`src/common/aguPkg.sv`:
```
`default_nettype none

package aguPkg;

	// datapath widths
	localparam int addrWidth = 48;
	localparam int regWidth = 64;
	localparam int dispWidth = 16;
	localparam int ixtWidth = 4;
	localparam int boundWidth = 34;

	// carry-select slice size of the address adder
	localparam int sliceWidth = 16;

	// memory micro-op command, value 3 is reserved and acts as lea
	typedef enum logic [1:0]
	{
		cmdLoad = 2'd0,
		cmdStore = 2'd1,
		cmdLea = 2'd2
	} aguCmd_t;

	// index-extension word
	localparam int ixtScaleLo = 0;
	localparam int ixtScaleHi = 1;
	// set for zero extension from bit 31
	localparam int ixtZeroExt = 2;
	localparam int ixtDispEn = 3;

	// bound descriptor, limit in 16-byte units
	localparam int bndLimitLo = 0;
	localparam int bndLimitHi = 27;
	localparam int bndReadOnly = 28;
	localparam int bndForceFault = 29;
	// both bits set to enable checking
	localparam int bndCheckLo = 32;
	localparam int bndCheckHi = 33;

endpackage

`default_nettype wire
```
`src/hw/aguCluster.sv`:
```
`timescale 1ns/1ps
`default_nettype none

module aguCluster #(
	parameter int unsigned timeoutCycles = 16
) (
	input logic clock,
	input logic rstN,
	input logic opReq,
	input logic [aguPkg::regWidth-1:0] opBase,
	input logic [aguPkg::regWidth-1:0] opIndex,
	input logic [aguPkg::dispWidth-1:0] opDisp,
	input aguPkg::aguCmd_t opCmd,
	input logic [aguPkg::ixtWidth-1:0] opIxt,
	input logic [aguPkg::boundWidth-1:0] opBound,
	input logic wideAddr,
	output logic opAck,
	output logic [aguPkg::addrWidth-1:0] resAddr,
	output logic resOob,
	output logic resTimeout,
	output logic memReq,
	output logic [aguPkg::addrWidth-1:0] memAddr,
	output logic memWrite,
	input logic memAck
);

	logic opLoad;
	logic [aguPkg::addrWidth-1:0] genAddr;
	logic [aguPkg::addrWidth-1:0] scaledIndex;
	aguPkg::aguCmd_t cmdReg;
	logic outOfBounds;
	logic timerRun;
	logic expired;

	aguCtrl uCtrl (
		.clock(clock),
		.rstN(rstN),
		.opReq(opReq),
		.cmd(cmdReg),
		.genAddr(genAddr),
		.outOfBounds(outOfBounds),
		.memAck(memAck),
		.expired(expired),
		.opAck(opAck),
		.opLoad(opLoad),
		.memReq(memReq),
		.memAddr(memAddr),
		.memWrite(memWrite),
		.timerRun(timerRun),
		.resAddr(resAddr),
		.resOob(resOob),
		.resTimeout(resTimeout)
	);

	accessTimer #(
		.timeoutCycles(timeoutCycles)
	) uTimer (
		.clock(clock),
		.rstN(rstN),
		.timerRun(timerRun),
		.expired(expired)
	);

	addrGen uAddrGen (
		.clock(clock),
		.rstN(rstN),
		.opLoad(opLoad),
		.base(opBase),
		.index(opIndex),
		.disp(opDisp),
		.cmd(opCmd),
		.ixt(opIxt),
		.wideAddr(wideAddr),
		.genAddr(genAddr),
		.scaledIndex(scaledIndex),
		.cmdReg(cmdReg)
	);

	// bound word is held by the issuer for the whole handshake
	boundCheck uBoundCheck (
		.scaledIndex(scaledIndex),
		.bound(opBound),
		.cmd(cmdReg),
		.outOfBounds(outOfBounds)
	);

endmodule

`default_nettype wire

```
`src/hw/aguCtrl.sv`:
```
`timescale 1ns/1ps
`default_nettype none

module aguCtrl (
	input logic clock,
	input logic rstN,
	input logic opReq,
	input aguPkg::aguCmd_t cmd,
	input logic [aguPkg::addrWidth-1:0] genAddr,
	input logic outOfBounds,
	input logic memAck,
	input logic expired,
	output logic opAck,
	output logic opLoad,
	output logic memReq,
	output logic [aguPkg::addrWidth-1:0] memAddr,
	output logic memWrite,
	output logic timerRun,
	output logic [aguPkg::addrWidth-1:0] resAddr,
	output logic resOob,
	output logic resTimeout
);

	typedef enum logic [2:0]
	{
		IDLE,
		CAPTURE,
		DECIDE,
		MEMREQ,
		MEMREL,
		DONE
	} ctrlState_t;

	ctrlState_t state;
	logic isAccess;

	// reserved command falls through as lea
	assign isAccess = (cmd == aguPkg::cmdLoad) || (cmd == aguPkg::cmdStore);

	always_ff @(posedge clock or negedge rstN)
	begin
		if (!rstN)
		begin
			state <= IDLE;
			opAck <= 1'b0;
			opLoad <= 1'b0;
			memReq <= 1'b0;
			memWrite <= 1'b0;
			timerRun <= 1'b0;
			resOob <= 1'b0;
			resTimeout <= 1'b0;
		end
		else
		begin
			case (state)
				IDLE:
				begin
					if (opReq)
					begin
						opLoad <= 1'b1;
						resTimeout <= 1'b0;
						state <= CAPTURE;
					end
				end
				CAPTURE:
				begin
					// operands land in addrGen on this edge
					opLoad <= 1'b0;
					state <= DECIDE;
				end
				DECIDE:
				begin
					resOob <= outOfBounds;
					state <= (isAccess && !outOfBounds) ? MEMREQ : DONE;
				end
				MEMREQ:
				begin
					if (!memReq)
					begin
						memReq <= 1'b1;
						memWrite <= (cmd == aguPkg::cmdStore);
						timerRun <= 1'b1;
					end
					else if (memAck)
					begin
						memReq <= 1'b0;
						timerRun <= 1'b0;
						state <= MEMREL;
					end
					else if (expired)
					begin
						// give up on memory, no wait for a late ack
						memReq <= 1'b0;
						timerRun <= 1'b0;
						resTimeout <= 1'b1;
						state <= DONE;
					end
				end
				MEMREL:
				begin
					// timer was idle one cycle, restarts for the release wait
					if (!memAck)
					begin
						timerRun <= 1'b0;
						state <= DONE;
					end
					else if (expired)
					begin
						timerRun <= 1'b0;
						resTimeout <= 1'b1;
						state <= DONE;
					end
					else
						timerRun <= 1'b1;
				end
				DONE:
				begin
					if (!opAck)
						opAck <= 1'b1;
					else if (!opReq)
					begin
						opAck <= 1'b0;
						state <= IDLE;
					end
				end
				default:
					state <= IDLE;
			endcase
		end
	end

	// result and request address
	always_ff @(posedge clock)
	begin
		if (state == DECIDE)
			resAddr <= genAddr;
		if (state == MEMREQ && !memReq)
			memAddr <= genAddr;
	end

endmodule

`default_nettype wire

```
`src/hw/accessTimer.sv`:
```
`timescale 1ns/1ps
`default_nettype none

module accessTimer #(
	parameter int unsigned timeoutCycles = 16
) (
	input logic clock,
	input logic rstN,
	input logic timerRun,
	output logic expired
);

	localparam int cntWidth = $clog2(timeoutCycles + 1);

	logic [cntWidth-1:0] count;

	// saturates at the limit while running
	always_ff @(posedge clock or negedge rstN)
	begin
		if (!rstN)
			count <= '0;
		else if (!timerRun)
			count <= '0;
		else if (count != cntWidth'(timeoutCycles))
			count <= count + 1'b1;
	end

	assign expired = timerRun && (count == cntWidth'(timeoutCycles));

endmodule

`default_nettype wire

```
`src/hw/agu/boundCheck.sv`:
```
`timescale 1ns/1ps
`default_nettype none

module boundCheck (
	input logic [aguPkg::addrWidth-1:0] scaledIndex,
	input logic [aguPkg::boundWidth-1:0] bound,
	input aguPkg::aguCmd_t cmd,
	output logic outOfBounds
);

	logic checkEn;
	logic idxNeg;
	logic idxHigh;
	logic idxOver;
	logic roFault;

	assign checkEn = &bound[aguPkg::bndCheckHi:aguPkg::bndCheckLo];

	// negative indices have no lower window, always a fault
	assign idxNeg = scaledIndex[aguPkg::addrWidth-1];
	assign idxHigh = |scaledIndex[aguPkg::addrWidth-1:32];

	// compare in 16-byte units
	assign idxOver = scaledIndex[31:4] >= bound[aguPkg::bndLimitHi:aguPkg::bndLimitLo];

	// write to a read-only region
	assign roFault = bound[aguPkg::bndReadOnly] && (cmd == aguPkg::cmdStore);

	assign outOfBounds = checkEn && (idxNeg || idxHigh || idxOver || roFault ||
		bound[aguPkg::bndForceFault]);

endmodule

`default_nettype wire

```
`src/hw/agu/addrGen.sv`:
```
`timescale 1ns/1ps
`default_nettype none

module addrGen (
	input logic clock,
	input logic rstN,
	input logic opLoad,
	input logic [aguPkg::regWidth-1:0] base,
	input logic [aguPkg::regWidth-1:0] index,
	input logic [aguPkg::dispWidth-1:0] disp,
	input aguPkg::aguCmd_t cmd,
	input logic [aguPkg::ixtWidth-1:0] ixt,
	input logic wideAddr,
	output logic [aguPkg::addrWidth-1:0] genAddr,
	output logic [aguPkg::addrWidth-1:0] scaledIndex,
	output aguPkg::aguCmd_t cmdReg
);

	localparam int sw = aguPkg::sliceWidth;
	localparam int aw = aguPkg::addrWidth;

	logic [aw-1:0] baseReg;
	logic [31:0] indexReg;
	logic [aguPkg::dispWidth-1:0] dispReg;
	logic [aguPkg::ixtWidth-1:0] ixtReg;
	logic wideReg;

	logic extBit;
	logic [aw-1:0] extIndex;
	logic [aw-1:0] dispExt;
	logic [aw-1:0] csaSum;
	logic [aw-1:0] csaCarry;

	logic [sw:0] lowSum;
	logic [sw:0] midSum0;
	logic [sw:0] midSum1;
	logic [sw:0] midSel;
	logic [sw-1:0] highSum0;
	logic [sw-1:0] highSum1;
	logic [sw-1:0] highSlice;

	// operand payload, only the bits the adder needs
	always_ff @(posedge clock)
	begin
		if (opLoad)
		begin
			baseReg <= base[aw-1:0];
			indexReg <= index[31:0];
			dispReg <= disp;
			ixtReg <= ixt;
		end
	end

	always_ff @(posedge clock or negedge rstN)
	begin
		if (!rstN)
		begin
			cmdReg <= aguPkg::cmdLea;
			wideReg <= 1'b0;
		end
		else if (opLoad)
		begin
			cmdReg <= cmd;
			wideReg <= wideAddr;
		end
	end

	// index extended from bit 31, then scaled by 1/2/4/8
	assign extBit = ixtReg[aguPkg::ixtZeroExt] ? 1'b0 : indexReg[31];
	assign extIndex = {{(aw - 32){extBit}}, indexReg};
	assign scaledIndex = extIndex << ixtReg[aguPkg::ixtScaleHi:aguPkg::ixtScaleLo];

	assign dispExt = ixtReg[aguPkg::ixtDispEn] ?
		{{(aw - aguPkg::dispWidth){dispReg[aguPkg::dispWidth-1]}}, dispReg} : '0;

	// 3:2 compress base, index and displacement first
	assign csaSum = baseReg ^ scaledIndex ^ dispExt;
	assign csaCarry = {((baseReg[aw-2:0] & scaledIndex[aw-2:0]) |
		(baseReg[aw-2:0] & dispExt[aw-2:0]) |
		(scaledIndex[aw-2:0] & dispExt[aw-2:0])), 1'b0};

	assign lowSum = {1'b0, csaSum[sw-1:0]} + {1'b0, csaCarry[sw-1:0]};

	// upper slices precomputed for both carry-in values
	assign midSum0 = {1'b0, csaSum[2*sw-1:sw]} + {1'b0, csaCarry[2*sw-1:sw]};
	assign midSum1 = {1'b0, csaSum[2*sw-1:sw]} + {1'b0, csaCarry[2*sw-1:sw]} + 1'b1;
	assign highSum0 = csaSum[3*sw-1:2*sw] + csaCarry[3*sw-1:2*sw];
	assign highSum1 = csaSum[3*sw-1:2*sw] + csaCarry[3*sw-1:2*sw] + 1'b1;

	assign midSel = lowSum[sw] ? midSum1 : midSum0;

	// top slice only in wide addressing mode
	assign highSlice = wideReg ? (midSel[sw] ? highSum1 : highSum0) : '0;

	assign genAddr = {highSlice, midSel[sw-1:0], lowSum[sw-1:0]};

endmodule

`default_nettype wire

```
`config.mk`:
```
export PLATFORM = sky130hd
export DESIGN_NAME = aguCluster
export DESIGN_NICKNAME = d
export VERILOG_FILES = /design/src/common/aguPkg.sv /design/src/hw/aguCluster.sv /design/src/hw/aguCtrl.sv /design/src/hw/accessTimer.sv /design/src/hw/agu/boundCheck.sv /design/src/hw/agu/addrGen.sv
export SDC_FILE = /design/constraint.sdc
export NUM_CORES = 1
export LEC_CHECK = 0
export BUFFER_PORTS_ARGS = -buffer_cell sky130_fd_sc_hd__buf_2
export CAP_MARGIN = 20
export CORE_MARGIN = 4
export CORE_UTILIZATION = 40
export DETAILED_ROUTE_END_ITERATION = 8
export SLEW_MARGIN = 20
export SYNTH_ARGS = -nofsm -noshare
export SYNTH_HDL_FRONTEND = slang
export SYNTH_SLANG_ARGS = --single-unit
```
`constraint.sdc`:
```
create_clock -name clock -period 12.2 [get_ports clock]
set_input_delay 1.22 -clock clock [delete_from_list [all_inputs] [get_ports clock]]
set_output_delay 1.22 -clock clock [all_outputs]
set_load 0.05 [all_outputs]
```
==> flow_metrics.env <==
export IMPL_status="completed"
export IMPL_synthXorXnorAreaFrac=0.0478
export IMPL_slew_headroom=0.329
export IMPL_crit_type="reg2reg"
export IMPL_cts_repair_resize_count=0
export IMPL_drive_gt1_frac=0.241
export IMPL_setup_viol=0
export IMPL_syn_to_final_growth_pct=19.5
export IMPL_avgRoutedWirePerCell_um=16.6
export IMPL_io_pins=290
export IMPL_fin_crit_sh=0.504
export IMPL_grt_pass1_wl_mm=46.9
export IMPL_clkLatencyLatePin_ps=530
export IMPL_grt_usage=0.165
export IMPL_port_buffers=239
export IMPL_postCtsSetupBuffers=0
export IMPL_synth_cell_types=80
export IMPL_nets=1670
export IMPL_dp_slack_ps=6070
export IMPL_cts_hold_buf=0
export IMPL_synth_fp_nets=1423
export IMPL_netlist_top_cells_count="edfxtp_1 (196), inv_1 (117), ha_1 (90), nand2_1 (84), nor2_1 (61)"
export IMPL_cts_buffers=25
export IMPL_initial_core_util=0.406
export IMPL_syn_cell_area_um2=12800
export IMPL_worstPathArrival_ps=6500
export IMPL_drv_cap=0
export IMPL_clock_path_buffers=3
export IMPL_synthAdderAreaFrac=0.147
export IMPL_yosysMostFrequentCell="edfxtp_1"
export IMPL_synthCells=1106
export IMPL_synth_mux_area_frac=0.0351
export IMPL_tns_ps=0
export IMPL_fmax_ghz=0.163
export IMPL_worstPathCellList="nand2_2 > buf_4 > inv_1 > fa_1 > ha_1 > fa_1 > a211o_1 > a21oi_1 > o211ai_1 > and4b_1 > nor3_1 > nor4b_1 > a211oi_1 > nor2_1 > or3_1 > a21oi_1"
export IMPL_async_flop_share=0.0841
export IMPL_critPathLaunchType="register"
export IMPL_clk_pin_slew_ps=60
export IMPL_viasPerCell=5.00
export IMPL_finClkSkew_ps=14.9
export IMPL_setup_ws_ps=6050
export IMPL_antenna_found_initial=1
export IMPL_path_delay_family="simple AND/OR/NAND/NOR gates"
export IMPL_crit_fanout=41
export IMPL_syn_area_per_cell_um2=11.6
export IMPL_die_w_um=187
export IMPL_required_ps=12550
export IMPL_hold_violations=0
export IMPL_synth_compound_area_frac=0.118
export IMPL_hpwl_mm=23.1
export IMPL_fp_coreArea_um2=31600
export IMPL_drt_pass1_iterations=5
export IMPL_wirelength_mm=29.4
export IMPL_dp_cells=1728
export IMPL_synth_area_leaders="edfxtp_1 (46%), ha_1 (8.8%), fa_1 (5.9%)"
export IMPL_cts_tree="built"
export IMPL_synth_warnings=0
export IMPL_slowest_stage="edfxtp_1"
export IMPL_vias=8873
export IMPL_synth_top_cell_area_share=0.459
export IMPL_drt_iter0_drc=466
export IMPL_ys_seq_area_frac=0.494
export IMPL_synth_edf_count=196
export IMPL_max_stage_delay_ps=670
export IMPL_min_path_type="reg2reg"
export IMPL_synth_top_family_by_area="adder cells"
export IMPL_grt_max_degree=56
export IMPL_cts_sinks=214
export IMPL_finalNonFillerCells=1775
export IMPL_synth_top_area_cell="edfxtp_1"
export IMPL_die_area_um2=35000
export IMPL_drc=0
export IMPL_grt_pass1_vias=8721
export IMPL_ys_ff_latch=214
export IMPL_die_h_um=187
export IMPL_gr_total_overflow=0
export IMPL_ys_flop_type="edfxtp_1"
export IMPL_slew_violations=0
export IMPL_ant_nets=0
export IMPL_gp_congestion=0.808
export IMPL_cts_root_buf="clkbuf_16"
export IMPL_synth_simple_area_share=0.114
export IMPL_rsz0062_at_grt="false"
export IMPL_critPathCaptureType="register"
export IMPL_rows=65
export IMPL_htree_levels=1
export IMPL_worst_pin_slew_ps=1000
export IMPL_layout_min_cycle_time_ps=6150
export IMPL_crit_buf_inv=2
## layer usage
metal	global-route usage	vias up	share of wire	wire, um
li1	-	4497	-	-
met1	0.250	4128	0.50	14900
met2	0.251	213	0.43	12500
met3	0.0272	35	0.052	1520
met4	0.0341	0	0.017	505
met5	0	-	0	0
## area by class of cell
class / count / area [um^2]
multi-input combinational: 750 / 5950
sequential: 214 / 6340
antenna: 1 / 2.50
tap: 402 / 503
clock buffer: 25 / 626
timing repair buffer: 245 / 1240
clock inverter: 21 / 230
fill: 2917 / 16300
inverter: 117 / 439
## stage by stage
step | area, um^2 | util | hold WS (ps)
2_1_floorplan | 12800 | - | 472
3_3_place_gp | 14500 | 0.458 | 481
3_5_place_dp | 14500 | 0.458 | 485
4_1_cts | 15300 | 0.485 | 502
5_1_grt | 15300 | 0.485 | 507
6_report | 15300 | 0.485 | 496
## registers in the layout, summed over array words and instances, names as in the netlist
name / count
uAddrGen.baseReg: 48
uCtrl.memAddr: 48
uCtrl.resAddr: 48
uAddrGen.indexReg: 32
uAddrGen.dispReg: 16
uTimer.count: 5
uAddrGen.ixtReg: 4
uCtrl.state: 3
uAddrGen.cmdReg: 2
uAddrGen.wideReg: 1
uCtrl.memReq: 1
uCtrl.memWrite: 1
uCtrl.opAck: 1
uCtrl.opLoad: 1
uCtrl.resOob: 1
uCtrl.resTimeout: 1
uCtrl.timerRun: 1
## worst register-to-register path, stage by stage, from the launching register on
cell,delay [ps]
edfxtp_1,670
nand2_2,130
buf_4,510
inv_1,390
fa_1,510
ha_1,270
fa_1,430
a211o_1,310
a21oi_1,230
o211ai_1,250
and4b_1,270
nor3_1,630
nor4b_1,130
a211oi_1,520
nor2_1,170
or3_1,330
a21oi_1,220
## layout by cell type (no fill, tap or decap), types with 11 or more instances in the layout
| cell type | instances |
|---|---|
| clkbuf_16 | 25 |
| and2_1 | 24 |
| mux2i_1 | 18 |
| ha_1 | 90 |
| o21bai_1 | 13 |
| nor3_1 | 15 |
| a21o_1 | 31 |
| xor2_1 | 14 |
| nand2_1 | 83 |
| nand3_1 | 22 |
| xnor2_1 | 56 |
| nor2_1 | 59 |
| nor2b_1 | 12 |
| o211ai_1 | 11 |
| a21oi_1 | 52 |
| o21ai_0 | 51 |
| inv_1 | 117 |
| a211oi_1 | 15 |
| dfrtp_1 | 16 |
| fa_1 | 38 |
| edfxtp_1 | 196 |
| buf_2 | 239 |
## final timing paths
path | from | endpoint | slack, ps | depth (start not counted)
setup / recovery | uAddrGen.ixtReg[3] | uCtrl.resAddr[41] | 6050 | 16
hold / removal | uAddrGen.cmdReg[0] | uAddrGen.cmdReg[0] | 500 | 1
setup reg to reg | uAddrGen.ixtReg[3] | uCtrl.resAddr[41] | 6050 | 16
max in group asynchronous | rstN | uAddrGen.cmdReg[1] | 11260 | 1
hold reg to reg | uAddrGen.cmdReg[0] | uAddrGen.cmdReg[0] | 500 | 1
min in group asynchronous | rstN | uCtrl.memWrite | 610 | 1
## cells by family (layout without fill, tap and decap cells)
logic type	after synthesis	in the layout
AND/OR/NAND/NOR	286	286
AO/OA/AOI/OAI	230	230
flip-flops	214	214
buffers and inverters	142	408
adder cells (fa/ha/maj)	128	128
XOR/XNOR	70	70
multiplexers	36	36
other	0	1
Power is not shown: default switching activity piles up to over one toggle a cycle in this logic, so the estimate is an artifact.
